[src/include/miner_cfg.svh]
// gold-miner rope block constants: origin, swing and rope limits, field, values, memory depth
`ifndef MINER_CFG_SVH
`define MINER_CFG_SVH

`define MINER_ORIGIN_X      160
`define MINER_ORIGIN_Y      45

`define MINER_ANGLE_MIN     15
`define MINER_ANGLE_MAX     165
`define MINER_ANGLE_START   165

`define MINER_ROPE_MIN      20
`define MINER_ROPE_STEP     6
`define MINER_ROPE_MAX      275

// playing field seen by the tip
`define MINER_X_LOW         10
`define MINER_X_HIGH        310
`define MINER_Y_HIGH        230

`define MINER_BOX           16

`define MINER_VALUE_STONE   1
`define MINER_VALUE_GOLD    2
`define MINER_VALUE_DIAMOND 5

`define MINER_OBJECTS       16
`define MINER_HOLD_FRAMES   3   // pause after scoring

`endif

[src/logic/miner_pkg.sv]
// shared object, memory request, tip, trig and phase types of the rope block
`default_nettype none

package miner_pkg;

    typedef enum logic [1:0] {
        stone,
        gold,
        diamond
    } object_kind_e;

    typedef struct packed {
        logic [8:0]   x;
        logic [7:0]   y;        // top-left corner
        object_kind_e kind;
        logic         visible;
        logic         hooked;
    } object_entry_t;

    typedef struct packed {
        logic          write;
        logic [3:0]    index;
        object_entry_t entry;
    } mem_req_t;

    typedef struct packed {
        logic [9:0] x;
        logic [9:0] y;
    } rope_tip_t;

    typedef struct packed {
        logic [8:0] sin_mag;
        logic [8:0] cos_mag;
        logic       cos_negative;   // above 90 degrees
    } trig_t;

    typedef enum logic [2:0] {
        stopped,
        swing_ccw,
        swing_cw,
        lower,
        scan,
        raise,
        hold
    } rope_phase_e;

endpackage

`default_nettype wire

[src/logic/frame_pacer.sv]
// frame tick divider with a go key latch that lives until the next tick
`default_nettype none

module frame_pacer #(
    parameter int frame_cycles = 64
) (
    input  wire logic clock,
    input  wire logic resetn,
    input  wire logic enable,
    input  wire logic go_key,
    output logic      frame_tick,
    output logic      go_pending
);
    localparam int count_width = (frame_cycles > 1) ? $clog2(frame_cycles) : 1;

    logic [count_width-1:0] count;
    logic                   go_key_q;
    logic                   go_rise;

    assign go_rise = go_key && !go_key_q;

    always_ff @(posedge clock) begin
        if (!resetn) begin
            count      <= '0;
            frame_tick <= 1'b0;
            go_key_q   <= 1'b0;
            go_pending <= 1'b0;
        end else begin
            go_key_q   <= go_key;
            // drops the cycle after a tick, a fresh press wins
            go_pending <= (go_pending && !frame_tick) || go_rise;
            frame_tick <= 1'b0;
            if (enable) begin
                if (count == count_width'(frame_cycles - 1)) begin
                    count      <= '0;
                    frame_tick <= 1'b1;
                end else begin
                    count <= count + 1'b1;
                end
            end
        end
    end

    assert property (@(posedge clock) disable iff (!resetn) frame_tick |=> !frame_tick);

endmodule

`default_nettype wire

[src/logic/miner_top.sv]
// rope block top: frame pacer, trig table, rope FSM, arbiter and object memory
`default_nettype none

module miner_top #(
    parameter int frame_cycles = 64
) (
    input  wire logic                clock,
    input  wire logic                resetn,
    input  wire logic                enable,
    input  wire logic                go_key,
    input  wire logic [4:0]          object_count,
    input  wire logic                host_valid,
    input  wire miner_pkg::mem_req_t host_req,
    output miner_pkg::object_entry_t host_rdata,
    output logic [7:0]               angle,
    output logic [9:0]               rope_len,
    output miner_pkg::rope_tip_t     tip,
    output miner_pkg::rope_phase_e   phase,
    output logic [9:0]               score
);
    import miner_pkg::*;

    logic          frame_tick;
    logic          go_pending;
    logic          rope_valid;
    logic          rope_grant;
    logic          mem_enable;
    trig_t         trig;
    mem_req_t      rope_req;
    mem_req_t      mem_req;
    object_entry_t rope_rdata;
    object_entry_t mem_rdata;

    frame_pacer #(
        .frame_cycles(frame_cycles)
    ) pacer_i (
        .clock      (clock),
        .resetn     (resetn),
        .enable     (enable),
        .go_key     (go_key),
        .frame_tick (frame_tick),
        .go_pending (go_pending)
    );

    trig_table trig_i (
        .angle (angle),
        .trig  (trig)
    );

    rope_controller rope_i (
        .clock        (clock),
        .resetn       (resetn),
        .enable       (enable),
        .frame_tick   (frame_tick),
        .go_pending   (go_pending),
        .object_count (object_count),
        .trig         (trig),
        .rope_grant   (rope_grant),
        .rope_rdata   (rope_rdata),
        .rope_valid   (rope_valid),
        .rope_req     (rope_req),
        .angle        (angle),
        .rope_len     (rope_len),
        .tip          (tip),
        .phase        (phase),
        .score        (score)
    );

    ram_arbiter arbiter_i (
        .clock      (clock),
        .resetn     (resetn),
        .host_valid (host_valid),
        .rope_valid (rope_valid),
        .host_req   (host_req),
        .rope_req   (rope_req),
        .rope_grant (rope_grant),
        .host_rdata (host_rdata),
        .rope_rdata (rope_rdata),
        .mem_enable (mem_enable),
        .mem_req    (mem_req),
        .mem_rdata  (mem_rdata)
    );

    object_ram ram_i (
        .clock  (clock),
        .resetn (resetn),
        .enable (mem_enable),
        .req    (mem_req),
        .rdata  (mem_rdata)
    );

endmodule

`default_nettype wire

[src/logic/object_ram.sv]
// single-port object memory, write-first synchronous read, cleared by a sweep after reset
`default_nettype none
`include "miner_cfg.svh"

module object_ram (
    input  wire logic                clock,
    input  wire logic                resetn,
    input  wire logic                enable,
    input  wire miner_pkg::mem_req_t req,
    output miner_pkg::object_entry_t rdata
);
    import miner_pkg::*;

    localparam int depth = `MINER_OBJECTS;

    object_entry_t mem [depth];
    logic [3:0]    sweep_index;
    logic          sweep_active;

    always_ff @(posedge clock) begin
        if (!resetn) begin
            sweep_active <= 1'b1;
            sweep_index  <= '0;
        end else if (sweep_active) begin
            mem[sweep_index] <= '0;
            sweep_index      <= sweep_index + 4'd1;
            if (sweep_index == 4'(depth - 1)) sweep_active <= 1'b0;
        end else if (enable) begin
            if (req.write) begin
                mem[req.index] <= req.entry;
                rdata          <= req.entry;    // write-first
            end else begin
                rdata <= mem[req.index];
            end
        end
    end

    // requesters have to wait out the clear
    assert property (@(posedge clock) disable iff (!resetn) sweep_active |-> !enable);

endmodule

`default_nettype wire

[src/logic/ram_arbiter.sv]
// object memory arbiter with host priority that steers read data back to whoever asked
`default_nettype none

module ram_arbiter (
    input  wire logic                     clock,
    input  wire logic                     resetn,
    input  wire logic                     host_valid,
    input  wire logic                     rope_valid,
    input  wire miner_pkg::mem_req_t      host_req,
    input  wire miner_pkg::mem_req_t      rope_req,
    output logic                          rope_grant,
    output miner_pkg::object_entry_t      host_rdata,
    output miner_pkg::object_entry_t      rope_rdata,
    output logic                          mem_enable,
    output miner_pkg::mem_req_t           mem_req,
    input  wire miner_pkg::object_entry_t mem_rdata
);
    import miner_pkg::*;

    logic          host_read_q;     // memory output belongs to the host this cycle
    logic          rope_read_q;
    object_entry_t host_keep;
    object_entry_t rope_keep;

    assign rope_grant = rope_valid && !host_valid;
    assign mem_enable = host_valid || rope_grant;
    assign mem_req    = host_valid ? host_req : rope_req;
    assign host_rdata = host_read_q ? mem_rdata : host_keep;
    assign rope_rdata = rope_read_q ? mem_rdata : rope_keep;

    always_ff @(posedge clock) begin
        if (!resetn) begin
            host_read_q <= 1'b0;
            rope_read_q <= 1'b0;
        end else begin
            host_read_q <= host_valid && !host_req.write;
            rope_read_q <= rope_grant && !rope_req.write;
        end
    end

    // last read data held between reads
    always_ff @(posedge clock) begin
        if (host_read_q) host_keep <= mem_rdata;
        if (rope_read_q) rope_keep <= mem_rdata;
    end

    // a rope request held off by the host is still there next cycle
    assert property (@(posedge clock) disable iff (!resetn)
        rope_valid && host_valid |=> rope_valid && $stable(rope_req));

endmodule

`default_nettype wire

[src/logic/rope_controller.sv]
// rope state machine: swing, lower, scan for a catch, raise with the prize and score it
`default_nettype none
`include "miner_cfg.svh"

module rope_controller (
    input  wire logic                     clock,
    input  wire logic                     resetn,
    input  wire logic                     enable,
    input  wire logic                     frame_tick,
    input  wire logic                     go_pending,
    input  wire logic [4:0]               object_count,
    input  wire miner_pkg::trig_t         trig,
    input  wire logic                     rope_grant,
    input  wire miner_pkg::object_entry_t rope_rdata,
    output logic                          rope_valid,
    output miner_pkg::mem_req_t           rope_req,
    output logic [7:0]                    angle,
    output logic [9:0]                    rope_len,
    output miner_pkg::rope_tip_t          tip,
    output miner_pkg::rope_phase_e        phase,
    output logic [9:0]                    score
);
    import miner_pkg::*;

    typedef enum logic [1:0] {op_none, op_read, op_data, op_write} op_e;

    localparam logic [9:0] len_min   = 10'(`MINER_ROPE_MIN);
    localparam logic [9:0] len_step  = 10'(`MINER_ROPE_STEP);
    localparam logic [9:0] len_max   = 10'(`MINER_ROPE_MAX);
    localparam logic [7:0] angle_min = 8'(`MINER_ANGLE_MIN);
    localparam logic [7:0] angle_max = 8'(`MINER_ANGLE_MAX);
    localparam logic [1:0] hold_last = 2'(`MINER_HOLD_FRAMES - 1);

    op_e           op;
    logic          dir_cw;      // swing to resume after the rope comes back
    logic          hooked;
    logic [3:0]    scan_index;
    logic [3:0]    hook_index;
    logic [1:0]    hold_count;
    object_entry_t held;        // local copy of the hooked object

    rope_tip_t     tip_lower;
    logic [9:0]    len_down;
    logic [9:0]    len_up;
    logic          step_now;
    logic          hit;
    logic [11:0]   back_x_full;
    logic [11:0]   back_y_full;
    object_entry_t hit_entry;
    object_entry_t moved;
    object_entry_t cleared;

    function automatic rope_tip_t tip_of(input logic [9:0] len, input trig_t t);
        logic [18:0] px;
        logic [18:0] py;
        rope_tip_t   r;
        px  = len * t.cos_mag;
        py  = len * t.sin_mag;
        r.x = t.cos_negative ? 10'(`MINER_ORIGIN_X) - px[17:8]
                             : 10'(`MINER_ORIGIN_X) + px[17:8];
        r.y = 10'(`MINER_ORIGIN_Y) + py[17:8];
        return r;
    endfunction

    // x below zero wraps high and counts as outside too
    function automatic logic outside(input rope_tip_t p);
        return p.x <= 10'(`MINER_X_LOW) || p.x >= 10'(`MINER_X_HIGH)
            || p.y >= 10'(`MINER_Y_HIGH);
    endfunction

    function automatic logic [9:0] value_of(input object_kind_e k);
        case (k)
            gold:    return 10'(`MINER_VALUE_GOLD);
            diamond: return 10'(`MINER_VALUE_DIAMOND);
            default: return 10'(`MINER_VALUE_STONE);
        endcase
    endfunction

    assign tip       = tip_of(rope_len, trig);
    assign len_down  = rope_len + len_step;
    assign len_up    = rope_len - len_step;
    assign tip_lower = tip_of(len_down, trig);
    assign step_now  = enable && frame_tick && op == op_none;

    // box is half open, x .. x+15 and y .. y+15
    assign hit = rope_rdata.visible && !rope_rdata.hooked
              && tip.x >= 10'(rope_rdata.x) && tip.x < 10'(rope_rdata.x) + 10'(`MINER_BOX)
              && tip.y >= 10'(rope_rdata.y) && tip.y < 10'(rope_rdata.y) + 10'(`MINER_BOX);

    // one rope step back toward the origin
    assign back_x_full = 12'(`MINER_ROPE_STEP) * trig.cos_mag;
    assign back_y_full = 12'(`MINER_ROPE_STEP) * trig.sin_mag;

    always_comb begin
        hit_entry        = rope_rdata;
        hit_entry.hooked = 1'b1;
        moved            = held;
        moved.x          = trig.cos_negative ? held.x + 9'(back_x_full[11:8])
                                             : held.x - 9'(back_x_full[11:8]);
        moved.y          = held.y - 8'(back_y_full[11:8]);
        cleared          = held;
        cleared.visible  = 1'b0;
        cleared.hooked   = 1'b0;
    end

    always_ff @(posedge clock) begin
        if (!resetn) begin
            phase      <= stopped;
            angle      <= 8'(`MINER_ANGLE_START);
            rope_len   <= len_min;
            score      <= '0;
            op         <= op_none;
            dir_cw     <= 1'b0;
            hooked     <= 1'b0;
            scan_index <= '0;
            hook_index <= '0;
            hold_count <= '0;
            rope_valid <= 1'b0;
        end else begin
            if (rope_valid && rope_grant) begin
                rope_valid <= 1'b0;
                op         <= (op == op_read) ? op_data : op_none;
            end
            case (phase)
                stopped: begin
                    if (enable) phase <= swing_ccw;
                end
                swing_ccw, swing_cw: begin
                    if (step_now) begin
                        if (go_pending) begin
                            phase  <= lower;
                            dir_cw <= (phase == swing_cw);
                        end else if (phase == swing_ccw) begin
                            angle <= angle - 8'd1;
                            if (angle == angle_min + 8'd1) phase <= swing_cw;
                        end else begin
                            angle <= angle + 8'd1;
                            if (angle == angle_max - 8'd1) phase <= swing_ccw;
                        end
                    end
                end
                lower: begin
                    if (step_now) begin
                        rope_len <= len_down;
                        if (outside(tip_lower) || len_down >= len_max) begin
                            phase <= raise;
                        end else if (object_count != 5'd0) begin
                            phase      <= scan;
                            scan_index <= '0;
                            rope_req   <= '{write: 1'b0, index: 4'd0, entry: '0};
                            rope_valid <= 1'b1;
                            op         <= op_read;
                        end
                    end
                end
                scan: begin
                    if (op == op_data) begin
                        if (hit) begin
                            held       <= hit_entry;
                            hooked     <= 1'b1;
                            hook_index <= scan_index;
                            rope_req   <= '{write: 1'b1, index: scan_index, entry: hit_entry};
                            rope_valid <= 1'b1;
                            op         <= op_write;
                        end else if ({1'b0, scan_index} + 5'd1 >= object_count) begin
                            phase <= lower;
                            op    <= op_none;
                        end else begin
                            scan_index <= scan_index + 4'd1;
                            rope_req   <= '{write: 1'b0, index: scan_index + 4'd1, entry: '0};
                            rope_valid <= 1'b1;
                            op         <= op_read;
                        end
                    end else if (op == op_write && rope_grant) begin
                        phase <= raise;
                    end
                end
                raise: begin
                    if (step_now) begin
                        if (rope_len <= len_min + len_step) begin
                            rope_len <= len_min;
                            if (hooked) begin
                                phase      <= hold;
                                hold_count <= '0;
                                hooked     <= 1'b0;
                                score      <= score + value_of(held.kind);
                                rope_req   <= '{write: 1'b1, index: hook_index, entry: cleared};
                                rope_valid <= 1'b1;
                                op         <= op_write;
                            end else begin
                                phase <= dir_cw ? swing_cw : swing_ccw;
                            end
                        end else begin
                            rope_len <= len_up;
                            if (hooked) begin
                                held       <= moved;
                                rope_req   <= '{write: 1'b1, index: hook_index, entry: moved};
                                rope_valid <= 1'b1;
                                op         <= op_write;
                            end
                        end
                    end
                end
                hold: begin
                    if (step_now) begin
                        if (hold_count == hold_last) phase <= dir_cw ? swing_cw : swing_ccw;
                        else hold_count <= hold_count + 2'd1;
                    end
                end
                default: phase <= stopped;
            endcase
        end
    end

    assert property (@(posedge clock) disable iff (!resetn)
        angle >= angle_min && angle <= angle_max);

    assert property (@(posedge clock) disable iff (!resetn) rope_len >= len_min);

    // request held still until the arbiter takes it
    assert property (@(posedge clock) disable iff (!resetn)
        rope_valid && !rope_grant |=> rope_valid && $stable(rope_req));

endmodule

`default_nettype wire

[src/logic/trig_table.sv]
// sine and cosine magnitudes for 0 to 180 degrees, scaled by 256
`default_nettype none

module trig_table (
    input  wire logic [7:0]  angle,
    output miner_pkg::trig_t trig
);
    // round(256 * sin(d)) for d = 0 .. 90
    localparam logic [8:0] sin_lut [0:90] = '{
        9'd0,   9'd4,   9'd9,   9'd13,  9'd18,  9'd22,  9'd27,  9'd31,  9'd36,  9'd40,
        9'd44,  9'd49,  9'd53,  9'd58,  9'd62,  9'd66,  9'd71,  9'd75,  9'd79,  9'd83,
        9'd88,  9'd92,  9'd96,  9'd100, 9'd104, 9'd108, 9'd112, 9'd116, 9'd120, 9'd124,
        9'd128, 9'd132, 9'd136, 9'd139, 9'd143, 9'd147, 9'd150, 9'd154, 9'd158, 9'd161,
        9'd165, 9'd168, 9'd171, 9'd175, 9'd178, 9'd181, 9'd184, 9'd187, 9'd190, 9'd193,
        9'd196, 9'd199, 9'd202, 9'd204, 9'd207, 9'd210, 9'd212, 9'd215, 9'd217, 9'd219,
        9'd222, 9'd224, 9'd226, 9'd228, 9'd230, 9'd232, 9'd234, 9'd236, 9'd237, 9'd239,
        9'd241, 9'd242, 9'd243, 9'd245, 9'd246, 9'd247, 9'd248, 9'd249, 9'd250, 9'd251,
        9'd252, 9'd253, 9'd254, 9'd254, 9'd255, 9'd255, 9'd255, 9'd256, 9'd256, 9'd256,
        9'd256
    };

    logic [7:0] clamped;
    logic [6:0] sin_index;
    logic [6:0] cos_index;

    assign clamped = (angle > 8'd180) ? 8'd180 : angle;

    always_comb begin
        if (clamped > 8'd90) begin
            sin_index = 7'(8'd180 - clamped);
            cos_index = 7'(clamped - 8'd90);
        end else begin
            sin_index = 7'(clamped);
            cos_index = 7'(8'd90 - clamped);    // cos(a) = sin(90 - a)
        end
        trig.sin_mag      = sin_lut[sin_index];
        trig.cos_mag      = sin_lut[cos_index];
        trig.cos_negative = clamped > 8'd90;
    end

endmodule

`default_nettype wire

[config.mk]
export PLATFORM = sky130hd
export DESIGN_NAME = miner_top
export DESIGN_NICKNAME = d
export VERILOG_FILES = /design/src/logic/miner_pkg.sv /design/src/logic/frame_pacer.sv /design/src/logic/miner_top.sv /design/src/logic/object_ram.sv /design/src/logic/ram_arbiter.sv /design/src/logic/rope_controller.sv /design/src/logic/trig_table.sv
export VERILOG_INCLUDE_DIRS = /design/src /design/src/include
export SDC_FILE = /design/constraint.sdc
export NUM_CORES = 2
export LEC_CHECK = 0
export ABC_AREA = 1
export BUFFER_PORTS_ARGS = -buffer_cell sky130_fd_sc_hd__clkbuf_2
export CORE_ASPECT_RATIO = 1.75
export CORE_MARGIN = 5
export CORE_UTILIZATION = 44
export DETAILED_ROUTE_END_ITERATION = 8
export GPL_TIMING_DRIVEN = 0
export PLACE_DENSITY = 0.63
export SETUP_SLACK_MARGIN = 0.02
export SLEW_MARGIN = 20
export SYNTH_ARGS = -nofsm -noshare
export SYNTH_HDL_FRONTEND = slang
export SYNTH_SLANG_ARGS = --single-unit
[constraint.sdc]
create_clock -name clock -period 12.3 [get_ports clock]
set_clock_uncertainty 0.15 [all_clocks]
set_input_delay 0 -clock clock [delete_from_list [all_inputs] [get_ports clock]]
set_output_delay 0 -clock clock [all_outputs]
set_load 0.005 [all_outputs]
Word level (Yosys, flattened, before mapping)
Memories as Yosys holds them, arrays and structs flattened. A register that Yosys moved wholly into a read port is not among the register bits.
Cells that the tools add are included.
{"block": "word_totals", "regBits": 151, "latchBits": 0, "mem_bits_rw": 336, "rom_bits": 2304, "in_bits": 36, "elab_cells": 296, "mem_count": 3}
{"memory": "(no name shown)", "words": 128, "width": 9, "read_ports": 1, "rd_ports_with_merged_regs": 0, "wr": 0, "line_no": "trig_table.sv:36", "text": "trig.sin_mag = sin_lut[sin_index];"}
{"memory": "(no name shown)", "words": 128, "width": 9, "read_ports": 1, "rd_ports_with_merged_regs": 0, "wr": 0, "line_no": "trig_table.sv:37", "text": "trig.cos_mag = sin_lut[cos_index];"}
{"memory": "ram_i.mem", "words": 16, "width": 21, "read_ports": 1, "rd_ports_with_merged_regs": 1, "wr": 1, "line_no": "object_ram.sv:16", "text": "object_entry_t mem [depth];"}
{"block": "classes", "addsub": 24, "n_mul": 6, "div": 0, "n_lt_le_gt_ge": 14, "eq_ne": 39, "shift": 0, "n_mux": 115, "bitwise": 5, "n_reduce_logical": 49}
{"cell": "26-bit two-way mux", "count": 11}
{"cell": "21-bit two-way mux", "count": 8}
{"cell": "10-bit two-way mux", "count": 10}
{"cell": "26-bit one-hot mux with 3 select lines", "count": 1}
{"cell": "10-bit by 9-bit multiplier with 18-bit output", "count": 4}
{"cell": "3-bit two-way mux", "count": 18}
{"cell": "9-bit two-way mux", "count": 5}
{"cell": "21-bit one-hot mux with 2 select lines", "count": 1}
{"cell": "2-bit two-way mux", "count": 15}
{"cell": "4-bit two-way mux", "count": 7}
{"cell": "1-bit two-way mux", "count": 26}
{"cell": "2-bit by 9-bit multiplier with 11-bit output (first input constant)", "count": 2}
{"cell": "21-bit OR reduction", "count": 1}
{"cell": "6-bit by 10-bit adder with 10-bit output (first input constant)", "count": 2}
{"cell": "8-bit by 10-bit adder with 10-bit output (first input constant)", "count": 2}
{"cell": "10-bit by 9-bit greater-or-equal comparator with 1-bit output (second input constant)", "count": 2}
{"cell": "10-bit < comparator", "count": 2}
{"cell": "2-bit by 1-bit != test with 1-bit output (second input constant)", "count": 10}
{"cell": "10-bit one-hot mux with 2 select lines", "count": 1}
{"cell": "8-bit by 10-bit subtractor with 10-bit output (first input constant)", "count": 2}
{"cell": "3-bit one-hot mux with 6 select lines", "count": 1}
{"cell": "8-bit greater-or-equal comparator (second input constant)", "count": 2}
{"cell": "8-bit two-way mux", "count": 2}
{"cell": "7-bit NOT with 8-bit output", "count": 2}
{"cell": "other kinds (66)", "count": 115}

Logic depth before layout (Yosys ltp)
{"block": "depth", "word_depth": 19, "ltp_mapped": 67, "ltp_nobuf": 65}

Cells and area by module
From an unflattened synthesis, not the netlist that was laid out.
{"block": "hier_totals", "cells_unflattened": 4801, "hier_area_um2": 38385.6}
{"mod": "rope_controller", "instances": 1, "cells_each": 2615, "area_each_um2": 18656.6}
{"mod": "object_ram", "instances": 1, "cells_each": 1335, "area_each_um2": 14950.6}
{"mod": "trig_table", "instances": 1, "cells_each": 529, "area_each_um2": 2595.0}
{"mod": "ram_arbiter", "instances": 1, "cells_each": 275, "area_each_um2": 1805.5}
{"mod": "frame_pacer", "instances": 1, "cells_each": 47, "area_each_um2": 377.9}

Worst setup path before layout
Ideal clock, no wire load.
{"block": "synth_timing", "kind": "register -> register", "startpoint": "register rope_i.angle[7]", "endpoint": "register, netlist name rope_i.rope_req[0]", "setup_time_ns": 0.447, "arrival_ns": 11.281, "slack_ns": 0.422, "stages_incl_launch_ff": 60, "n_path_buf": 3, "period_less_slack_ns": 11.878, "cell_sequence": "dfxtp_1 -> inv_2 -> nor2_1 -> nand3_1 -> nand2_1 -> nand2_2 -> nand2_1 -> clkbuf_1 -> ha_1 -> inv_1 -> nor2_1 -> nand2_2 -> nand2_4 -> buf_4 -> nand2_1 -> o21ai_1 -> inv_1 -> ha_1 -> [24 not listed] -> nand2_1 -> nand2_1 -> a21oi_1 -> xor2_1 -> xnor2_1 -> ha_1 -> inv_1 -> nor2_1 -> a221o_1 -> a21oi_1 -> o21ai_0 -> a2111oi_0 -> nand3_1 -> a21oi_1 -> nand2_2 -> nand2_1 -> o21ai_0 -> nor3b_1"}
{"element": "start: declaration", "line_no": "rope_controller.sv:17", "text": "output logic [7:0] angle,"}
{"element": "start signal: assignment", "line_no": "rope_controller.sv:109", "text": "angle <= 8'(`MINER_ANGLE_START);"}
{"element": "start signal: assignment", "line_no": "rope_controller.sv:134", "text": "angle <= angle - 8'd1;"}
{"element": "start signal: assignment", "line_no": "rope_controller.sv:137", "text": "angle <= angle + 8'd1;"}

Worst setup path after layout
{"block": "layout_timing", "startpoint": "register rope_i.angle[2]", "endpoint": "register, netlist name rope_i.rope_req[5]"}
{"block": "layout_via", "elab_chain_len": 18, "elab_cells_between_ends": 45, "classes_between": "add/sub (9); mul (4); order compare (9); eq/ne (2); mux (9); bitwise (2); reduce/logical (8); memory (2)"}
{"element": "8-bit > comparator", "line_no": "trig_table.sv:26", "text": "assign clamped = (angle > 8'd180) ? 8'd180 : angle;"}
{"element": "8-bit two-way mux (*)", "line_no": "trig_table.sv:26"}
{"element": "7-bit subtractor (tied with other cells)", "line_no": "trig_table.sv:34", "text": "cos_index = 7'(8'd90 - clamped);"}
{"element": "7-bit two-way mux", "line_no": "trig_table.sv:29", "text": "if (clamped > 8'd90) begin"}
{"element": "7-bit NOT with 8-bit output (not written as such)", "line_no": "trig_table.sv:37"}
{"element": "memory 128 x 9 bit"}
{"element": "9-bit two-way mux (not written as such) (2 in a row)", "line_no": "trig_table.sv:37"}
{"element": "10-bit by 9-bit multiplier with 18-bit output", "line_no": "rope_controller.sv:57", "text": "px = len * t.cos_mag;"}
{"element": "8-bit by 10-bit adder with 10-bit output or 8-bit by 10-bit subtractor with 10-bit output (tied branches)", "line_no": "rope_controller.sv:60, rope_controller.sv:59"}
{"element": "10-bit two-way mux", "line_no": "rope_controller.sv:59", "text": "r.x = t.cos_negative ? 10'(`MINER_ORIGIN_X) - px[17:8]"}
{"element": "10-bit by 9-bit greater-or-equal comparator with 1-bit output", "line_no": "rope_controller.sv:87", "text": "&& tip.x >= 10'(rope_rdata.x) && tip.x < 10'(rope_rdata.x) + 10'(`MINER_BOX)"}
{"element": "1-bit logical AND", "line_no": "rope_controller.sv:87"}
{"element": "1-bit logical AND (3 in a row)", "line_no": "rope_controller.sv:86", "text": "assign hit = rope_rdata.visible && !rope_rdata.hooked"}
{"element": "3-bit by 2-bit != test with 1-bit output (no line)"}
{"element": "9-bit AND reduction (no line) (*)"}
Mark *: on every way between the ends. The rest lies on a longest branch, timed or not. The select of a mux whose other input is x is not followed.
A chain may end at the register's enable or synchronous reset.

==> results.ini <==
[setup_path]
critical_path_class=register to register
startpoint_type=register
cp_max_fo=13
arrival_ns=11.72
timing.rr.end=rope_i.rope_req[5]
critPathMaxStageDelay_ns=0.55
r2r_cells=58
cp-end-kind=register
worstPathRequired_ns=12.44
rrSetupSlack_ns=0.72
timing.rr.start=rope_i.angle[2]
slowest_stage=fa_1

[synth]
seq_area_frac_synth=0.394
ys_ff_latch=506
synth_cells=4092
async_reset_ff_frac=0
postSynthAreaPerCell_um2=8.79
synthTopCellsByArea=edfxtp_1 (34%), fa_1 (12%), ha_1 (8.4%), nand2_1 (7.4%), nor2_1 (5.9%)
syn_area_um2=36000
synth_top_area_cell=edfxtp_1
synth_edf_count=403
synth_cell_types=62
yosys_warnings=0
synth_flop_cell=edfxtp_1
synth_top_area_share=0.337

[sta]
max_freq_mhz=86.4
whs_ns=0.0365
fin_tns_setup_ns=0
drv_slew=0
fin_ws_ns=0.720
slew_headroom=0.249
worst_pin_slew_ns=1.13
setup_viol=0
min_period_ns=11.58
finalCritPeriodShare=0.941
hold_violations=0
rsz0062_at_grt=false

[power_and_ir_drop]
share_comb_of_total_power=0.170
switchingPower_uw=1210
peakVddDrop_v=0.000107
sw_frac_of_total=0.289
power_frac_clock=0.374
powerDensity_nw_per_um2=103
p_leak_uw=0.0187
p_int_uw=2970
p_total_uw=4180
p_seq_frac=0.456

[route]
totalWireLength_um=121000
antenna_left=0
vias_per_cell=5.60
vias=30321
avgRoutedWirePerCell_um=22.3
drc=0
first_pass_iters=6
first_iter_violations=2232

[layout]
fin_nets=4820
final_common_cell=nand2_1
layout-drive-gt1-share=0.0877
regArea_um2=14200
areaGrowthSynthToFinish_pct=13.0
final_cell_mix=nand2_1 (709), nor2_1 (549), inv_1 (548), edfxtp_1 (403), o21ai_0 (369)
multi_input_area_um2=19300
fillCellCount=7718

[run]
maxCapViolCount=0

[clock_network]
cts.sinks=506
clock_path_buffers=3
cts-root-buf=clkbuf_16
clkLatencyLatePin_ns=0.62
cts_made_buffers=49
htree_levels=2
cts_tree=done
clk_pin_slew_worst_paths_ns=0.06

[global_routing]
grt_overflow=0
grt_pass1_wl_um=180000
antenna_found_initial=3
grt_pass1_vias=30959
grt_usage=0.269
grt_max_degree=19

[placement]
preCtsSetupSlack_ns=-1.47
gp_congestion=0.955
hpwl_um=93800
port-buffer-count=106

[floorplan]
rows=138
die_w_um=226
die_h_um=388
die_area_um2=87800
core_um2=81000
io_pins=108
start_util=0.444

[min_path]
min_from=object_count[3]
whs_path_depth=8
hp-class=primary input to register
min_to=rope_i.phase[2]

[status]
status=finished clean

==> repair_timing <==
action | CTS | global route
pin swaps | 1 | 5
gates resized for setup | 15 | 39
setup buffers | 6 | 12
setup endpoints to repair | 87 | 86
hold endpoints to repair | 212 | 0
hold buffers | 26 | 0
cloned | 0 | 0
==> routing by layer <==
| metal | track usage | share of wire | vias to the layer above |
|---|---|---|---|
| met1 | 0.272 | 0.32 | 14579 |
| met4 | 0.191 | 0.086 | 2 |
| met3 | 0.0412 | 0.067 | 470 |
| met2 | 0.498 | 0.53 | 1322 |
| li1 | - | - | 13948 |
| met5 | 0 | 0.000091 | - |
==> cell type report <==
class | instances | area share
clock buffers | 66 | 0.0325
multi-input cells | 2861 | 0.475
repair buffers | 171 | 0.0342
well taps | 1050 | 0.0323
clock inverters | 24 | 0.00718
diodes | 1 | 0.0000616
inverters | 576 | 0.0537
plain buffers | 164 | 0.0167
flip-flops and latches | 506 | 0.349
==> kinds of logic after synthesis <==
logic type	share of synthesized area
mux	0.00658
simple gates	0.175
other cells	0.000209
fa+ha+maj	0.203
buf+inv	0.0787
flops	0.394
xor+xnor	0.0272
compound gates	0.115
==> sequential cells by signal, summed over array words and instances (netlist names), 2 cells and up <==
register	cells
rope_i.rope_req	26
rope_i.angle	8
rope_i.hold_count	2
arbiter_i.host_keep	21
rope_i.scan_index	4
rope_i.score	10
ram_i.mem	336
rope_i.rope_len	9
rope_i.hook_index	4
rope_i.op	2
pacer_i.count	6
arbiter_i.rope_keep	21
ram_i.rdata	21
ram_i.sweep_index	4
rope_i.phase	3
rope_i.cleared	19
==> per-stage QoR <==
stage / util / area [um^2] / std cells
floorplan: - / 36000 / 4111
global placement: 0.468 / 37900 / 5267
detailed placement: 0.475 / 38500 / 5288
CTS: 0.500 / 40500 / 5406
global route: 0.502 / 40600 / 5418
finish: 0.502 / 40600 / 5419
==> power by group through the flow <==
stage / combinational, uW / sequential [uW] / clock (uW)
floorplan: 411 / 1940 / 0
global placement: 659 / 1950 / 0
detailed placement: 684 / 1940 / 0
CTS: 699 / 1910 / 1570
global route: 770 / 1910 / 1640
finish: 709 / 1910 / 1560
==> worst max-delay path: cells and delay by family, from the launching register on <==
kind | cells | cell delay, ns
xor+xnor | 2 | 0.44
simple gates | 23 | 3.13
fa+ha+maj | 8 | 2.97
flops | 1 | 0.53
buf+inv | 14 | 1.98
compound gates | 11 | 2.03
==> how the worst max path moves through the flow <==
stage	start	slack (ns)	to
2_1_floorplan	rope_i.angle[7]	0.42	rope_i.rope_req[0]
3_3_place_gp	rope_i.angle[7]	-3.33	rope_i.rope_req[11]
4_1_cts	rope_i.angle[7]	0.05	rope_i.cleared[11]
5_1_grt	rope_i.angle[0]	0.006	rope_i.rope_req[5]
3_5_place_dp	rope_i.angle[7]	-1.47	rope_i.rope_req[11]
6_report	rope_i.angle[2]	0.72	rope_i.rope_req[5]
==> Yosys cell counts, types with 3 or more instances <==
cell         n
or2_2       34
clkbuf_1   144
o21ai_1     13
inv_2        9
xnor2_1     32
o21ai_0    370
clkinv_1    12
a211oi_1     5
nor2_2       3
nand2_4      3
xor2_1      74
a21o_1       9
nand2_1    713
o22ai_1     52
nand4_1     16
mux2_2      21
edfxtp_1   403
inv_1      555
a221oi_1     4
o21a_1       8
o21bai_1    11
xor2_2       3
a21oi_1    119
nor2_1     567
nor3b_1      4
o211ai_1    19
o221ai_1    58
fa_1       215
o31ai_1      5
ha_1       240
a31oi_1     10
a22oi_1      6
nor2_4       5
nand3_1    135
nand3b_1     3
buf_2       13
o2111ai_1    6
dfxtp_1    103
nand2_2     13
buf_1        7
nor3_1      40
No activity file was read; power rests on OpenSTA's default activity.
